<file path="src/hdl/lsu_pkg.sv">
`default_nettype none

package lsu_pkg;

   //////////////////////////////
   // Widths and depths
   //////////////////////////////
   localparam int XLEN       = 32;                 // Data and address word
   localparam int ROB_WIDTH  = 5;                  // ROB index, wrap bit on top
   localparam int PRF_WIDTH  = 6;                  // Physical register tag
   localparam int SQ_DEPTH   = 4;                  // Store queue entries
   localparam int SQ_PTR_W   = 2;                  // Head/tail pointer bits
   localparam int SQ_CNT_W   = 3;                  // 0 .. SQ_DEPTH
   localparam int DMEM_WORDS = 256;                // Data memory depth
   localparam int DMEM_AW    = 8;                  // Word index bits

   localparam logic [6:0] OPC_LOAD  = 7'b0000011;  // LW
   localparam logic [6:0] OPC_STORE = 7'b0100011;  // SW

   typedef logic [ROB_WIDTH:0] robid_t;            // Top bit is wrap

   //////////////////////////////
   // Instruction word layouts
   //////////////////////////////
   typedef struct packed {
      logic [11:0] imm;
      logic [4:0]  rs1;
      logic [2:0]  funct3;
      logic [4:0]  rd;
      logic [6:0]  opcode;
   } lsu_itype_t;

   typedef struct packed {
      logic [6:0]  imm_hi;                         // imm[11:5]
      logic [4:0]  rs2;
      logic [4:0]  rs1;
      logic [2:0]  funct3;
      logic [4:0]  imm_lo;                         // imm[4:0]
      logic [6:0]  opcode;
   } lsu_stype_t;

   typedef union packed {
      lsu_itype_t itype;                           // Load view
      lsu_stype_t stype;                           // Store view
   } lsu_instr_u;

   //////////////////////////////
   // Port bundles
   //////////////////////////////
   typedef struct packed {
      logic                 valid;
      lsu_instr_u           instr;
      logic [XLEN-1:0]      rs1_val;
      logic [XLEN-1:0]      rs2_val;               // Store data
      logic [PRF_WIDTH-1:0] prd;
      robid_t               robid;
   } lsu_issue_t;

   typedef struct packed {
      logic               valid;
      robid_t             robid;
      logic [DMEM_AW-1:0] idx;
      logic [XLEN-1:0]    data;
   } sq_alloc_t;

   typedef struct packed {
      logic               valid;
      logic [DMEM_AW-1:0] idx;
      robid_t             robid;                   // Load's own id
   } sq_fwd_req_t;

   typedef struct packed {
      logic            hit;
      logic [XLEN-1:0] data;
   } sq_fwd_rsp_t;

   typedef struct packed {
      logic   valid;
      robid_t robid;
   } retire_t;

   typedef struct packed {
      logic   valid;
      robid_t robid;                               // Branch id, kills younger
   } flush_t;

   typedef struct packed {
      logic               valid;
      logic [DMEM_AW-1:0] idx;
      logic [XLEN-1:0]    data;
   } mem_wr_t;

   typedef struct packed {
      logic                 valid;
      logic [PRF_WIDTH-1:0] prd;
      robid_t               robid;
      logic [XLEN-1:0]      data;
   } wb_t;

   // True when a is younger than b in ROB order
   function automatic logic is_younger(robid_t a, robid_t b);
      logic same_wrap;
      same_wrap = (a[ROB_WIDTH] == b[ROB_WIDTH]);
      if (same_wrap) begin
         return a[ROB_WIDTH-1:0] > b[ROB_WIDTH-1:0];
      end
      return a[ROB_WIDTH-1:0] < b[ROB_WIDTH-1:0];   // Wrapped past b
   endfunction

endpackage

`default_nettype wire

</file>
<file path="src/hdl/lsu_pipe.sv">
`timescale 1ns/1ps
`default_nettype none

module lsu_pipe (
   input  wire logic                        clk,
   input  wire logic                        rst,
   input  wire lsu_pkg::lsu_issue_t         issue,
   input  wire lsu_pkg::flush_t             flush,
   output lsu_pkg::sq_alloc_t               sq_alloc,
   output lsu_pkg::sq_fwd_req_t             fwd_req,
   input  wire lsu_pkg::sq_fwd_rsp_t        fwd_rsp,
   output logic [lsu_pkg::DMEM_AW-1:0]      mem_rd_idx,
   input  wire logic [lsu_pkg::XLEN-1:0]    mem_rd_data,
   output lsu_pkg::wb_t                     wb
);

   // Stage one, op after address add
   typedef struct packed {
      logic                          valid;
      logic                          store;     // Else load
      logic [lsu_pkg::DMEM_AW-1:0]   idx;
      logic [lsu_pkg::XLEN-1:0]      data;
      logic [lsu_pkg::PRF_WIDTH-1:0] prd;
      lsu_pkg::robid_t               robid;
   } s1_t;

   // Stage two, load waiting on RAM
   typedef struct packed {
      logic                          valid;
      logic [lsu_pkg::PRF_WIDTH-1:0] prd;
      lsu_pkg::robid_t               robid;
      logic                          hit;       // Queue supplied data
      logic [lsu_pkg::XLEN-1:0]      fdata;
   } s2_t;

   lsu_pkg::lsu_instr_u        instr;
   logic [6:0]                 opcode;
   logic                       is_load;
   logic                       is_store;
   logic [lsu_pkg::XLEN-1:0]   imm;
   logic [lsu_pkg::XLEN-1:0]   addr;
   logic                       kill0;
   logic                       kill1;
   logic                       kill2;
   s1_t                        s1;
   s2_t                        s2;

   //////////////////////////////
   // Decode and address add
   //////////////////////////////
   always_comb begin
      instr    = issue.instr;
      opcode   = instr.itype.opcode;                // Same bits in both views
      is_load  = (opcode == lsu_pkg::OPC_LOAD);
      is_store = (opcode == lsu_pkg::OPC_STORE);
      if (is_store) begin
         imm = {{(lsu_pkg::XLEN-12){instr.stype.imm_hi[6]}},
                instr.stype.imm_hi, instr.stype.imm_lo};   // Split immediate
      end else begin
         imm = {{(lsu_pkg::XLEN-12){instr.itype.imm[11]}}, instr.itype.imm};
      end
      addr = issue.rs1_val + imm;                   // Byte address
   end

   // Flush kills per stage, same cycle
   assign kill0 = flush.valid && lsu_pkg::is_younger(issue.robid, flush.robid);
   assign kill1 = flush.valid && lsu_pkg::is_younger(s1.robid, flush.robid);
   assign kill2 = flush.valid && lsu_pkg::is_younger(s2.robid, flush.robid);

   //////////////////////////////
   // Pipeline registers
   //////////////////////////////
   always_ff @(posedge clk) begin
      if (rst) begin
         s1.valid <= 1'b0;
         s2.valid <= 1'b0;
      end else begin
         s1.valid <= issue.valid && (is_load || is_store) && !kill0;
         s2.valid <= s1.valid && !s1.store && !kill1;   // Loads only
      end
      s1.store <= is_store;
      s1.idx   <= addr[lsu_pkg::DMEM_AW+1:2];       // Word index, low bits dropped
      s1.data  <= issue.rs2_val;
      s1.prd   <= issue.prd;
      s1.robid <= issue.robid;
      s2.prd   <= s1.prd;
      s2.robid <= s1.robid;
      s2.hit   <= fwd_rsp.hit;
      s2.fdata <= fwd_rsp.data;
   end

   //////////////////////////////
   // Stage one outputs
   //////////////////////////////
   always_comb begin
      sq_alloc.valid = s1.valid && s1.store && !kill1;
      sq_alloc.robid = s1.robid;
      sq_alloc.idx   = s1.idx;
      sq_alloc.data  = s1.data;
      fwd_req.valid  = s1.valid && !s1.store && !kill1;
      fwd_req.idx    = s1.idx;
      fwd_req.robid  = s1.robid;
      mem_rd_idx     = s1.idx;                      // RAM data back next cycle
   end

   // Load writeback, forward beats memory
   always_comb begin
      wb.valid = s2.valid && !kill2;
      wb.prd   = s2.prd;
      wb.robid = s2.robid;
      wb.data  = s2.hit ? s2.fdata : mem_rd_data;
   end

endmodule

`default_nettype wire

</file>
<file path="config.mk">
export PLATFORM = sky130hd
export DESIGN_NAME = lsu_pipe
export DESIGN_NICKNAME = d
export VERILOG_FILES = /design/src/hdl/lsu_pkg.sv /design/src/hdl/lsu_pipe.sv
export SDC_FILE = /design/constraint.sdc
export NUM_CORES = 1
export LEC_CHECK = 0
export BUFFER_PORTS_ARGS = -buffer_cell sky130_fd_sc_hd__buf_2
export CAP_MARGIN = 20
export CORE_AREA = 2 2 115 117
export DETAILED_ROUTE_END_ITERATION = 7
export DIE_AREA = 0 0 117 119
export GPL_ROUTABILITY_DRIVEN = 0
export SYNTH_ARGS = -nofsm -noshare
export SYNTH_HDL_FRONTEND = slang
export SYNTH_SLANG_ARGS = --single-unit
</file>
<file path="constraint.sdc">
create_clock -name clk -period 4.7 [get_ports clk]
set_clock_uncertainty 0.2 [all_clocks]
set_input_delay 0.47 -clock clk [delete_from_list [all_inputs] [get_ports clk]]
set_output_delay 0.47 -clock clk [all_outputs]
set_load 0.02 [all_outputs]
</file>
* Word level (Yosys, flattened, before mapping) *
Cells that the tools add are included.

word-level totals
  input port bits = 183
  word-level logic and storage cells = 49
  output and inout bits = 115
  register bits = 100

cells by class
  reductions and logical operators = 15
  $lt $le $gt $ge = 6
  equal/unequal tests = 5
  $add $sub $neg = 1
  multiplexer cells = 11

operators with widths
  operator                                        count
  2-to-1 mux 32 bit                               1
  > comparator 5 bit                              3
  less-than comparator 5 bit                      3
  adder 10 bit                                    1
  logical AND 1 bit                               10
  2-to-1 mux 1 bit                                9
  == test 7 x 2 -> 1 bit (second input constant)  1
  == test 7 x 6 -> 1 bit (second input constant)  1
  2-to-1 mux 5 bit                                1
  zero test 1 bit                                 4
  == test 1 bit                                   3
  logical OR 1 bit                                1

* Logic depth before layout (Yosys ltp) *
  word-level depth = 6
  mapped depth = 12
  depth with buffers taken out = 12

* Least setup slack after synthesis *
No wires, ideal clock.

  path type = input port to flip-flop
  start point = input issue[78] in the netlist's numbering
  end point = register s1, in the netlist mem_rd_idx[7]
  data required time = 4428 ps
  data arrival time = 2648 ps
  path buffers = 0
  slack = 1780 ps
  cell stages on the path = 12
  cell sequence = and4bb_2 nand3_1 inv_1 nand2_1 nand2_1 ha_1 a21oi_2 nand2_1 a221o_1 and2_1 a311oi_1 xnor2_1

on the way
  word-level cells in the longest chain between the ends = 3

ends and longest elaborated chain
  item                     RTL line        RTL
  start, declared          lsu_pipe.sv:7   input wire lsu_pkg::lsu_issue_t issue,
  == test 7 x 6 -> 1 bit   lsu_pipe.sv:55  is_store = (opcode == lsu_pkg::OPC_STORE);
  named net is_store       lsu_pipe.sv:39  logic is_store;
  2-to-1 mux 5 bit         lsu_pipe.sv:56  if (is_store) begin
  adder 10 bit             lsu_pipe.sv:62  addr = issue.rs1_val + imm;
  named net addr, one bit  lsu_pipe.sv:41  logic [lsu_pkg::XLEN-1:0] addr;
  end, declared            lsu_pipe.sv:45  s1_t s1;

The timed path passes the listed nets, and every way through them passes these cells.
A chain may end at the register's enable or synchronous reset.

* Worst setup path after layout *
Ends and elaborated chain as after synthesis.

==> metrics.md <==
| Metric | Value |
|---|---|
| Drc violations | 0 |
| Syn Area/Cell | 11.5 um^2 |
| Via Count | 2880 |
| Root buffer cell | clkbuf_16 |
| Vias in the first global route | 2714 |
| First-pass GRT wire length | 12400 um |
| CP Data Arrival Time | 3.03 ns |
| CTS Buffer Depth | 2 |
| Minimum period implied by the final worst setup slack | 2.97 ns |
| # Post-CTS Setup Buffers | 0 |
| Die area | 0.0139 mm^2 |
| Row count | 42 |
| Post-synth EDFFs | 0 |
| F_max | 0.337 GHz |
| CP cell instances | buf_2, and4bb_2, nand3_1, inv_1, nand2_1, nand2_1, ha_1, a21oi_2, nand2_1, a221o_1, and2_1, a311oi_1, xnor2_1 |
| CTS tree | built |
| Reg2Reg Setup Slack | 2.76 ns |
| Commonest non-fill, non-tap cell in the layout | buf_2 |
| Initial antenna violation count | 0 |
| Post-place setup slack | 1.38 ns |
| Power Density | 395 mW/mm^2 |
| Sequential area share after synthesis | 0.513 |
| CP dominant cell by count | nand2_1 |
| Cells after synthesis | 339 |
| Async set or reset register ratio after synthesis | 0 |
| Sequential cell area | 0.00200 mm^2 |
| Synth cell types | 39 |
| Worst rel slew slack | 0.611 |
| Routed Wire Length | 8530 um |
| Final Setup Violations | 0 |
| Final count of pins violating max slew | 0 |
| Number of buffers created by CTS | 9 |
| Synth Flop Type | dfxtp_1 |
| Vias per cell | 4.03 |
| WS Path Type | in -> reg |
| CTS Hold Buffers Added | 0 |
| Static Leak | 2.63 nW |
| Buf+Inv Stages, Crit Path | 2 |
| Detailed placer's ending HPWL | 7150 um |
| Gr busiest metal | met2 |
| Slowest stage cell, crit path | a221o_1 |
| Largest net degree at the start of global routing | 20 |
| Area grow syn2layout | 31.6% |
| Outcome | completed |
| Worst setup SP type | input port |
| Die height | 119 um |
| Final WS setup | 1.73 ns |
| YS warnings | 0 |
| H-tree depth | 3 |
| Global routing usage on met1 | 0.124 |
| Post-DR wirelength/cell | 11.9 um |
| DIE WIDTH | 117 um |
| Post-Syn Area | 0.00390 mm^2 |
| Met3 Usage GRT | 0.0494 |
| DRT Pass-1 Iters | 4 |
| Worst Max-Slew Pin Slew | 0.582 ns |
| Worst-path fanout max | 6 |
| Multi-input gate area | 0.00125 mm^2 |
| Share of cells above drive strength 1 | 0.597 |
| DR iter-0 viols | 74 |
| Worst-path clk slew | 0.07 ns |
| Post-CTS sizing | 0 |
| Remaining antenna violation count | 0 |
| Initial cell density of the core | 0.303 |
| Cell family contributing the most delay on the critical path | simple AND/OR/NAND/NOR gates |
| Hold Crit Class | in -> reg |
| Worst path required time | 4.77 ns |
| Most frequent cells in the layout | 265 x buf_2, 100 x dfxtp_1, 32 x mux2_2 |
| # nets final | 739 |
| Clock sinks | 100 |
| Post-synth net total | 545 |
| Final Hold Fails | 0 |
| Fillers | 1235 |
| Global Route Usage Sum | 0.115 |
| Tcrit/Tclk final | 0.632 |
| RSZ-0062 raised after global routing | false |
| Antenna Cells | 0 |
| Crit. End Element | flop |
| Num ports | 298 |
| Largest stage delay on the critical path | 0.38 ns |
| Global route overflow | 0 |
| Clock Latency Late Sink | 0.33 ns |
| GR Util met2 | 0.199 |
| Max cap viols | 0 |
| Std-Cell Core Area | 0.0129 mm^2 |
| #FFs+latches synth | 100 |
| Max VDD drop | 0.000175 V |
| Port-buffer cells | 265 |
| Setup_tns | 0 ns |
[layer usage]
layer | vias to the layer above | wire (um)
met2 | 151 | 4090
li1 | 1451 | -
met1 | 1266 | 3420
met3 | 12 | 870
met4 | 0 | 146
met5 | - | 0
[registers in the layout, summed over array words and instances, names as in the netlist]
name and flops:
s1 8, mem_rd_idx 8, fwd_req 6, s2 34, sq_alloc 32, wb 12
[layout make-up]
| type | instances | share of cell area |
|---|---|---|
| clock buffers | 11 | 0.0473 |
| clock inverters | 5 | 0.00828 |
| inverters | 9 | 0.00658 |
| multi-input cells | 146 | 0.244 |
| flip-flops and latches | 100 | 0.390 |
| well taps | 176 | 0.0429 |
| repair buffers | 267 | 0.262 |
[worst paths after layout]
check              startpoint             to  depth (start not counted)
setup / recovery    issue[78]  mem_rd_idx[7]                         13
hold / removal    fwd_rsp[14]         s2[14]                          1
setup reg to reg   fwd_req[1]         s2[45]                          7
hold reg to reg         s1[6]         wb[38]                          0
[metrics by stage]
stage               area (um^2)   util  power (mW)  hold slack [ns]  instances
floorplan                  3900      -        1.27            0.110        339
global placement           4840  0.376        1.34            0.110        697
detailed placement         4840  0.376        1.35            0.114        697
CTS                        5130  0.398        2.06          0.00854        713
global route               5140  0.399        2.13          0.00114        714
finish                     5140  0.399        2.03           0.0273        714
[cells by family after synthesis]
family,after synthesis,share of synthesized area
AO/OA/AOI/OAI,30,0.0580
flip-flops,100,0.513
XOR/XNOR,11,0.0247
adder cells (fa/ha/maj),23,0.0737
buffers and inverters,93,0.166
AND/OR/NAND/NOR,46,0.0616
multiplexers,36,0.103
[synth_stat cells, drive strengths merged (4+ instances only)]
cell   count  share of area
a21o       4         0.0099
a21oi     10          0.015
buf       83           0.16
dfxtp    100           0.51
ha        23          0.074
inv        9         0.0087
mux2      32          0.092
mux2i      4          0.010
nand2     22          0.021
nand3      6         0.0077
o21ai      4         0.0051
xnor2      8          0.018
[worst reg2reg max path, cell delays in order, from the launching register on]
cell and delay, ns:
dfxtp_1 0.37, ha_1 0.25, nor2b_1 0.13, o21a_1 0.16, o21bai_1 0.16, a21oi_1 0.09
a31o_2 0.24, nor4b_1 0.23
[power by group]
group / total, mW / switching [mW] / internal [mW]
clock: 0.703 / 0.322 / 0.381
combinational: 0.396 / 0.225 / 0.170
sequential: 0.928 / 0.0241 / 0.904
No activity file was read; power rests on OpenSTA's default activity.
