===== src/hdl/lsu_pkg.sv =====
`default_nettype none

package lsu_pkg;

   //////////////////////////////
   // Widths and depths
   //////////////////////////////
   localparam int XLEN       = 32;                 // Data and address word
   localparam int ROB_WIDTH  = 5;                  // ROB index, wrap bit on top
   localparam int PRF_WIDTH  = 6;                  // Physical register tag
   localparam int SQ_DEPTH   = 4;                  // Store queue entries
   localparam int SQ_PTR_W   = 2;                  // Head/tail pointer bits
   localparam int SQ_CNT_W   = 3;                  // 0 .. SQ_DEPTH
   localparam int DMEM_WORDS = 256;                // Data memory depth
   localparam int DMEM_AW    = 8;                  // Word index bits

   localparam logic [6:0] OPC_LOAD  = 7'b0000011;  // LW
   localparam logic [6:0] OPC_STORE = 7'b0100011;  // SW

   typedef logic [ROB_WIDTH:0] robid_t;            // Top bit is wrap

   //////////////////////////////
   // Instruction word layouts
   //////////////////////////////
   typedef struct packed {
      logic [11:0] imm;
      logic [4:0]  rs1;
      logic [2:0]  funct3;
      logic [4:0]  rd;
      logic [6:0]  opcode;
   } lsu_itype_t;

   typedef struct packed {
      logic [6:0]  imm_hi;                         // imm[11:5]
      logic [4:0]  rs2;
      logic [4:0]  rs1;
      logic [2:0]  funct3;
      logic [4:0]  imm_lo;                         // imm[4:0]
      logic [6:0]  opcode;
   } lsu_stype_t;

   typedef union packed {
      lsu_itype_t itype;                           // Load view
      lsu_stype_t stype;                           // Store view
   } lsu_instr_u;

   //////////////////////////////
   // Port bundles
   //////////////////////////////
   typedef struct packed {
      logic                 valid;
      lsu_instr_u           instr;
      logic [XLEN-1:0]      rs1_val;
      logic [XLEN-1:0]      rs2_val;               // Store data
      logic [PRF_WIDTH-1:0] prd;
      robid_t               robid;
   } lsu_issue_t;

   typedef struct packed {
      logic               valid;
      robid_t             robid;
      logic [DMEM_AW-1:0] idx;
      logic [XLEN-1:0]    data;
   } sq_alloc_t;

   typedef struct packed {
      logic               valid;
      logic [DMEM_AW-1:0] idx;
      robid_t             robid;                   // Load's own id
   } sq_fwd_req_t;

   typedef struct packed {
      logic            hit;
      logic [XLEN-1:0] data;
   } sq_fwd_rsp_t;

   typedef struct packed {
      logic   valid;
      robid_t robid;
   } retire_t;

   typedef struct packed {
      logic   valid;
      robid_t robid;                               // Branch id, kills younger
   } flush_t;

   typedef struct packed {
      logic               valid;
      logic [DMEM_AW-1:0] idx;
      logic [XLEN-1:0]    data;
   } mem_wr_t;

   typedef struct packed {
      logic                 valid;
      logic [PRF_WIDTH-1:0] prd;
      robid_t               robid;
      logic [XLEN-1:0]      data;
   } wb_t;

   // True when a is younger than b in ROB order
   function automatic logic is_younger(robid_t a, robid_t b);
      logic same_wrap;
      same_wrap = (a[ROB_WIDTH] == b[ROB_WIDTH]);
      if (same_wrap) begin
         return a[ROB_WIDTH-1:0] > b[ROB_WIDTH-1:0];
      end
      return a[ROB_WIDTH-1:0] < b[ROB_WIDTH-1:0];   // Wrapped past b
   endfunction

endpackage

`default_nettype wire


===== src/hdl/store_queue.sv =====
`timescale 1ns/1ps
`default_nettype none

module store_queue (
   input  wire logic                        clk,
   input  wire logic                        rst,
   input  wire lsu_pkg::sq_alloc_t          alloc,
   input  wire lsu_pkg::sq_fwd_req_t        fwd_req,
   output lsu_pkg::sq_fwd_rsp_t             fwd_rsp,
   input  wire lsu_pkg::retire_t            retire0,
   input  wire lsu_pkg::retire_t            retire1,
   input  wire lsu_pkg::flush_t             flush,
   output lsu_pkg::mem_wr_t                 mem_wr,
   output logic [lsu_pkg::SQ_CNT_W-1:0]     sq_credit
);

   typedef struct packed {
      logic                        valid;
      logic                        commit;      // Retired, may drain
      lsu_pkg::robid_t             robid;
      logic [lsu_pkg::DMEM_AW-1:0] idx;
      logic [lsu_pkg::XLEN-1:0]    data;
   } sq_entry_t;

   sq_entry_t                        q [lsu_pkg::SQ_DEPTH];
   logic [lsu_pkg::SQ_PTR_W-1:0]     head;        // Oldest entry
   logic [lsu_pkg::SQ_PTR_W-1:0]     tail;        // Next free slot
   logic [lsu_pkg::SQ_PTR_W-1:0]     alloc_ptr;   // Tail after flush rewind
   logic [lsu_pkg::SQ_DEPTH-1:0]     kill;
   logic [lsu_pkg::SQ_DEPTH-1:0]     ret_hit;
   logic [lsu_pkg::SQ_CNT_W-1:0]     kill_cnt;
   logic                             alloc_ret;   // Retire meets its own alloc
   logic                             drain;

   //////////////////////////////
   // Flush and retire matching
   //////////////////////////////
   always_comb begin
      kill_cnt = '0;
      for (int i = 0; i < lsu_pkg::SQ_DEPTH; i++) begin
         kill[i] = flush.valid && q[i].valid && !q[i].commit &&
                   lsu_pkg::is_younger(q[i].robid, flush.robid);
         kill_cnt = kill_cnt + {{(lsu_pkg::SQ_CNT_W-1){1'b0}}, kill[i]};
         ret_hit[i] = q[i].valid &&
                      ((retire0.valid && (retire0.robid == q[i].robid)) ||
                       (retire1.valid && (retire1.robid == q[i].robid)));
      end
   end

   assign alloc_ret = (retire0.valid && (retire0.robid == alloc.robid)) ||
                      (retire1.valid && (retire1.robid == alloc.robid));

   // Killed entries form the tail end, so just rewind
   assign alloc_ptr = tail - kill_cnt[lsu_pkg::SQ_PTR_W-1:0];

   //////////////////////////////
   // Drain to memory
   //////////////////////////////
   assign drain = q[head].valid && q[head].commit;  // Head only, in order

   always_comb begin
      mem_wr.valid = drain;
      mem_wr.idx   = q[head].idx;
      mem_wr.data  = q[head].data;
   end

   // Freed this cycle, drain plus flush
   assign sq_credit = {{(lsu_pkg::SQ_CNT_W-1){1'b0}}, drain} + kill_cnt;

   //////////////////////////////
   // Entry state update
   //////////////////////////////
   always_ff @(posedge clk) begin
      if (rst) begin
         head <= '0;
         tail <= '0;
         for (int i = 0; i < lsu_pkg::SQ_DEPTH; i++) begin
            q[i].valid  <= 1'b0;
            q[i].commit <= 1'b0;
         end
      end else begin
         for (int i = 0; i < lsu_pkg::SQ_DEPTH; i++) begin
            if (ret_hit[i]) begin
               q[i].commit <= 1'b1;                 // Seen next cycle
            end
            if (kill[i]) begin
               q[i].valid <= 1'b0;
            end
         end
         if (drain) begin
            q[head].valid  <= 1'b0;
            q[head].commit <= 1'b0;
         end
         if (alloc.valid) begin
            q[alloc_ptr].valid  <= 1'b1;            // Overrides drain on same slot
            q[alloc_ptr].commit <= alloc_ret;
         end
         head <= head + {{(lsu_pkg::SQ_PTR_W-1){1'b0}}, drain};
         tail <= alloc_ptr + {{(lsu_pkg::SQ_PTR_W-1){1'b0}}, alloc.valid};
      end
      if (alloc.valid) begin
         q[alloc_ptr].robid <= alloc.robid;         // Payload, no reset
         q[alloc_ptr].idx   <= alloc.idx;
         q[alloc_ptr].data  <= alloc.data;
      end
   end

   //////////////////////////////
   // Store to load forwarding
   //////////////////////////////
   // Walk oldest to youngest, last match is the youngest older store
   always_comb begin
      logic [lsu_pkg::SQ_PTR_W-1:0] p;
      fwd_rsp = '0;
      p       = head;
      for (int k = 0; k < lsu_pkg::SQ_DEPTH; k++) begin
         p = head + k[lsu_pkg::SQ_PTR_W-1:0];
         if (q[p].valid && (q[p].idx == fwd_req.idx) &&
             lsu_pkg::is_younger(fwd_req.robid, q[p].robid)) begin
            fwd_rsp.hit  = fwd_req.valid;
            fwd_rsp.data = q[p].data;
         end
      end
   end

endmodule

`default_nettype wire


===== config.mk =====
export PLATFORM = sky130hd
export DESIGN_NAME = store_queue
export DESIGN_NICKNAME = d
export VERILOG_FILES = /design/src/hdl/lsu_pkg.sv /design/src/hdl/store_queue.sv
export SDC_FILE = /design/constraint.sdc
export NUM_CORES = 1
export LEC_CHECK = 0
export ABC_AREA = 1
export BUFFER_PORTS_ARGS = -buffer_cell sky130_fd_sc_hd__buf_2
export CAP_MARGIN = 40
export CORE_UTILIZATION = 59
export DETAILED_ROUTE_END_ITERATION = 8
export PLACE_DENSITY_LB_ADDON = 0.1
export SLEW_MARGIN = 40
export SYNTH_ARGS = -nofsm -noshare
export SYNTH_HDL_FRONTEND = slang
export SYNTH_SLANG_ARGS = --single-unit

===== constraint.sdc =====
create_clock -name clk -period 8.2 [get_ports clk]
set_clock_uncertainty 0.15 [all_clocks]
set_input_delay 0.82 -clock clk [delete_from_list [all_inputs] [get_ports clk]]
set_output_delay 0.82 -clock clk [all_outputs]
set_load 0.02 [all_outputs]

# Word level (Yosys, flattened, before mapping)
# Memory sizes are Yosys's and may differ from the RTL's. A register that Yosys moved wholly into a read port is not among the register bits.
# Cells that the tools add are included.
# classes
addsub	10
n_lt_le_gt_ge	16
n_eq_ne	22
mux	70
n_bitwise	8
n_reduce_logical	44
# op_table
operator	count
$mux 33	4
$mux 1	65
$eq 6x6->1	10
$gt 5x5->1	8
$lt 5x5->1	8
$logic_and 1x1->1	35
$eq 8x8->1	4
$eq 1x1->1	8
$or 1x1->1	8
$logic_or 1x1->1	5
$add 2x1->2	2
$add 2x2->2 const B	2
$logic_not 1->1	4
$add 1x3->3	1
$add 2x1->3	1
$add 3x1->3	1
$add 1x1->2	1
$add 2x1->2 const B	1
$mux 2	1
$sub 2x2->2	1
# totals
register_bits	4
ram_bits	192
in_bits	85
out_inout_bits	77
wordCells	173
memories	1
# mem_list
name	words	word_bits	rd	rd_ports_with_merged_regs	write_ports	line	source
q	4	48	8	1	6	store_queue.sv:25	sq_entry_t q [lsu_pkg::SQ_DEPTH];

# Depth between registers and ports, before layout
# Gate-level depths: netlist of run 1.
# An unclocked memory read counts as a cell.
# depth
ltp_word	10
mapped_depth	30
mapped_depth_nobuf	22

# Least setup slack after synthesis of run 1
# Ideal clock, no wire load.
# synth_path
path_kind	input-to-reg
startpoint	input flush[4] (netlist bit)
endpoint	memory q[1][46] (netlist bit), data pin
setup_time_ns	0.256
arrival_time_ns	6.985
required_time_ns	7.794
slack_ns	0.809
stages	19
path_buffers	0
cell_sequence	inv_1 -> ha_1 -> nand2_1 -> nor2_1 -> nand2_1 -> o211ai_1 -> a21o_1 -> nand4_1 -> fa_1 -> inv_1 -> ha_1 -> ha_1 -> or2_2 -> nand2_1 -> xor2_1 -> nor3_1 -> nor3_1 -> nand2_1 -> nand2_1
# synth_rtl
element	line	source
from (decl)	store_queue.sv:12	input wire lsu_pkg::flush_t flush,
to (decl)	store_queue.sv:25	

==> results.toml, run 1 <==
[run_status]
status = "complete, no violations"

[detailed_routing]
wirelength_mm = 42.2
drc = 0
wl_met3_mm = 3.72
wire_per_inst_um = 16.1
ant_nets = 0
dr.pass1.iters = 6
wl_met2_mm = 19.6
avgViaCountPerCell = 5.55
drt-met1-wl_mm = 17.8
dr.first_iter.drc_count = 1519
vias = 14543
highest_layer = "met5"

[yosys]
synth_most_common_cell = "nand2_1"
synthArstFlopShare = 0
synth_top_area_cell = "edfxtp_1"
synth_seq_cells = 196
yosys.cell_types.count = 40
netlist_instances = 2197
synth_common_cells = "nand2_1 (782), inv_1 (339), o21ai_0 (250)"
ys_seq_area_frac = 0.387
syn_avg_cell_area_um2 = 6.81
synthTopCellsByArea = "edfxtp_1 (37%), nand2_1 (20%), inv_1 (8.5%), o21ai_0 (8.4%), nand3_1 (6.1%)"
ys_warn_count = 0
synth_flop_cell = "edfxtp_1"
syn-num-nets = 2334
synth_top_area_share = 0.373
synth_edf_count = 186
synthesis.area_um2 = 15000

[setup_path]
crit_type = "flop to primary output"
arrival_ns = 5.22
worstPathMaxFanout = 98
critPathCaptureType = "primary output"
required_ns = 7.23
worstSetupStartpointType = "flop"
reg2regPathDepth = 17

[die]
start_util = 0.608
core_um2 = 24600
ios = 162
dieWidth_um = 161
fp-row-count = 57
die_h_um = 161
dieArea_um2 = 26000

[cts]
insertion_delay_ns = 0.45
cts_tree = "yes"
clock-sinks = 196
cts_hold_buf = 0
numCtsBuffers = 17
h-tree-depth = 4
clk_pin_slew_worst_paths_ns = 0.07
cts_setup_buffers = 0
cts.repair.resized = 0
root_buffer = "clkbuf_16"
clockBufferDepth = 2

[timing]
finalCritPeriodShare = 0.755
fin_ws_ns = 2.01
slew_headroom = 0.427
tightestPinTransition_ns = 0.860
rsz0062_at_grt = "no"
fin_setup_tns_ns = 0
layout_min_cycle_time_ns = 6.19
holdWs_ns = 0.397
finalMaxSlewViolations = 0
max_freq_mhz = 162
setup_viol = 0
hold_violations = 0

[global_route]
antenna_found_initial = 4
grt_first_pass_wirelength_mm = 67.1
grt_start_max_net_pins = 122
overflow = 0
grt_pass1_vias = 13560
track_usage = 0.329

[finish]
layout.cell_area.non_filler_um2 = 16600
nNetsFinal = 2417
final_cells = 2621
drive_gt1_frac = 0.101
syn_to_final_growth_pct = 10.7
final_util = 0.673

[placement]
pre_cts_slack_ns = 2.21
dp.cells = 2585
place_area_um2 = 15900
dp.final_hpwl_mm = 28.9
gp_congestion = 1.01
port_buffers = 161

[power]
ir_drop_v = 0.000202
p_leak_nw = 7.86
p_total_mw = 3.54
powerDensity_nw_per_um2 = 214

[min_path]
hp-class = "flop to flop"
hold_path_depth = 2

[run]
cap_violations = 0
[registers in the layout (all words and copies together) (netlist names)]
register  cells
q           192
head          2
tail          2
[cells by family after synthesis]
family | count (synthesis) | share of synthesized area
flip-flops | 196 | 0.387
adder cells (fa/ha/maj) | 52 | 0.0445
buffers and inverters | 463 | 0.122
AO/OA/AOI/OAI | 412 | 0.149
XOR/XNOR | 23 | 0.0135
multiplexers | 1 | 0.000669
AND/OR/NAND/NOR | 1050 | 0.284
[final timing paths]
kind | startpoint | endpoint | slack [ns]
max | head[0] | fwd_rsp[22] | 2.01
min | q[0][47] | q[0][47] | 0.40
max reg2reg | q[0][44] | q[3][31] | 3.07
min reg2reg | q[0][47] | q[0][47] | 0.40
[power by group]
part           total [mW]  switching [mW]  internal [mW]
sequential           1.47           0.110           1.36
clock               0.853           0.437          0.416
combinational        1.21           0.856          0.356
[per-layer routing]
metal | track usage | vias to the layer above
met5 | 0 | -
li1 | - | 7298
met2 | 0.544 | 622
met3 | 0.0537 | 90
met1 | 0.433 | 6531
met4 | 0.128 | 2
[worst max-delay path: stages (launching register included)]
cell and delay, ns:
dfxtp_4 0.69, buf_12 0.30, inv_2 0.08, ha_4 0.66, buf_6 0.58, o21ai_0 0.20
ha_1 0.32, nand2_1 0.05, nor2_1 0.12, nand2_1 0.07, nand3_1 0.08, nand2_1 0.05
nand2_1 0.06, nand2_1 0.08, nor2_4 0.43, buf_4 0.37, nand3_1 0.12, nand2_1 0.09
inv_1 0.05, nand2_1 0.06, nand2_1 0.05, nand2_1 0.07, buf_2 0.17
[cells in the final DEF (no fill, tap or decap), types with 6 or more instances in the layout]
master / Yosys / routed
buf_4: 8 / 15
inv_1: 339 / 337
dfxtp_1: 10 / 8
nand2_1: 782 / 782
o22ai_1: 19 / 19
o21ai_1: 36 / 36
edfxtp_1: 186 / 186
buf_2: 40 / 161
nor2_1: 52 / 49
o21ai_0: 250 / 250
clkinv_8: 0 / 6
xor2_1: 20 / 20
nor3_1: 10 / 8
a21oi_1: 56 / 56
clkbuf_16: 0 / 17
nand4_1: 12 / 12
o211ai_1: 36 / 36
nand3_1: 182 / 182
ha_1: 50 / 49
[cell type report]
type / count / area, um2
fill: 2174 / 8050
sequential: 196 / 5790
tap: 324 / 405
clock inverter: 14 / 180
multi-input combinational: 1538 / 7410
clock buffer: 18 / 429
inverter: 344 / 1290
antenna: 4 / 10.0
timing repair buffer: 183 / 1040
(Power assumes the default switching activity.)
==> run 2: changes to the inputs <==
clock period = 6.4 ns   (was 8.2 ns; I/O delays follow)
==> run 2 against run 1 <==
  * Worst hold slack worse by 0.15 ns
  * Sequential cell count stayed put
  * Clock power is 24% higher
  * Critical path depth stayed put
  * First-iteration DRC count is 4.9% lower
  * Routed wire length is 2.8% higher
==> results.toml, run 2 (same netlist as run 1, synthesis figures left out) <==
[run_status]
status = "complete, no violations"

[power]
p_total_mw = 4.49
powerDensity_nw_per_um2 = 271
ir_drop_v = 0.000196
p_leak_nw = 7.85

[placement]
gp_congestion = 1.03
pre_cts_slack_ns = 1.31
dp.final_hpwl_mm = 29.3
dp.cells = 2584
port_buffers = 161

[detailed_routing]
ant_nets = 0
dr.first_iter.drc_count = 1445
wirelength_mm = 43.4
wire_per_inst_um = 16.5
dr.pass1.iters = 6
drc = 0
vias = 14859
avgViaCountPerCell = 5.67

[setup_path]
worstPathMaxFanout = 65
rrSetupSlack_ns = 1.53
critPathTopFamily = "buffers and inverters"
crit_path_max_incr_delay_ns = 0.65
crit_type = "flop to primary output"
crit_buf_inv = 5
worstSetupStartpointType = "flop"
arrival_ns = 4.87
reg2regPathDepth = 17
cp_common_cell = "nand2_1"
r2r-end = "q[3][17]"
required_ns = 5.61
critPathCaptureType = "primary output"
path_cells = "inv_2 -> ha_4 -> inv_1 -> nand2_1 -> o21ai_0 -> ha_1 -> nand2_1 -> nor2_1 -> nand2_1 -> nand3_1 -> nand2_1 -> nand2_1 -> nand2_1 -> nor2_4 -> buf_4 -> nand3_1 -> nand2_1 -> inv_1 -> nand2_1 -> nand2_1 -> nand2_1 -> buf_2"
cp_slowest_cell = "dfxtp_4"
rr_startpoint = "q[3][44]"

[global_route]
track_usage = 0.337
grt_pass1_vias = 13516
grt_start_max_net_pins = 168
overflow = 0
grt_first_pass_wirelength_mm = 68.6
antenna_found_initial = 4

[cts]
clock-sinks = 196
cts_tree = "yes"
clockBufferDepth = 2
h-tree-depth = 4
cts_hold_buf = 0
clk_pin_slew_worst_paths_ns = 0.08
cts_setup_buffers = 0
cts.repair.resized = 0
root_buffer = "clkbuf_16"
insertion_delay_ns = 0.44
numCtsBuffers = 17

[finish]
drive_gt1_frac = 0.100
final_common_cell = "nand2_1"
largest_reg_flops = 192
largestRegisters = "q: 192 flops, head: 2 flops, tail: 2 flops"
syn_to_final_growth_pct = 10.7
top_register = "q"
nNetsFinal = 2416
final_util = 0.673
final_cell_mix = "nand2_1 (782), inv_1 (337), o21ai_0 (250)"
final_cells = 2621

[timing]
layout_min_cycle_time_ns = 5.66
tightestPinTransition_ns = 0.777
finalMaxSlewViolations = 0
finalCritPeriodShare = 0.884
max_freq_mhz = 177
hold_violations = 0
setup_viol = 0
rsz0062_at_grt = "no"
fin_ws_ns = 0.742
slew_headroom = 0.482

[min_path]
min_to = "q[0][33]"
hp-class = "primary input to flop"
hold_start = "alloc[33]"
hold_path_depth = 1

[die]
dieWidth_um = 161
die_h_um = 161
fp-row-count = 57
start_util = 0.608
ios = 162
dieArea_um2 = 26000
core_um2 = 24600

[run]
cap_violations = 0
[run 2: final cells by class]
cell class	count	area [um2]
inverters	344	1290
multi-input cells	1538	7410
clock inverters	15	166
fillers	2175	8050
clock buffers	17	425
flip-flops and latches	196	5790
repair buffers	182	1050
well taps	324	405
diodes	5	12.5
[run 2: worst max path at each step]
stage / start / to / slack [ns] / depth (start not counted)
floorplan: flush[4] / q[1][46] / -0.81 / 19
global placement: flush[2] / q[3][23] / 1.37 / 19
detailed placement: flush[2] / q[3][23] / 1.31 / 19
CTS: head[0] / fwd_rsp[17] / 0.79 / 22
global route: head[0] / fwd_rsp[17] / 0.29 / 22
finish: head[0] / fwd_rsp[17] / 0.74 / 22
[run 2: stage by stage]
stage | TNS [ns] | cell area (um2) | hold WS, ns
2_1_floorplan | -49.62 | 15000 | 0.332
6_report | 0 | 16600 | 0.251
3_5_place_dp | 0 | 15900 | 0.392
5_1_grt | 0 | 16500 | 0.235
4_1_cts | 0 | 16500 | 0.236
3_3_place_gp | 0 | 15900 | 0.382
[run 2: where the power goes]
| part | leakage (nW) | switching [mW] | internal, mW |
|---|---|---|---|
| logic | 5.77 | 1.11 | 0.439 |
| registers | 1.79 | 0.143 | 1.74 |
| clock network | 0.287 | 0.535 | 0.524 |
[run 2: layer usage]
| layer | global-route usage | up-vias | routed length, um |
|---|---|---|---|
| met1 | 0.448 | 6709 | 17900 |
| met5 | 0 | - | 0 |
| li1 | - | 7300 | - |
| met3 | 0.0611 | 103 | 4310 |
| met4 | 0.136 | 0 | 1140 |
| met2 | 0.545 | 747 | 20000 |
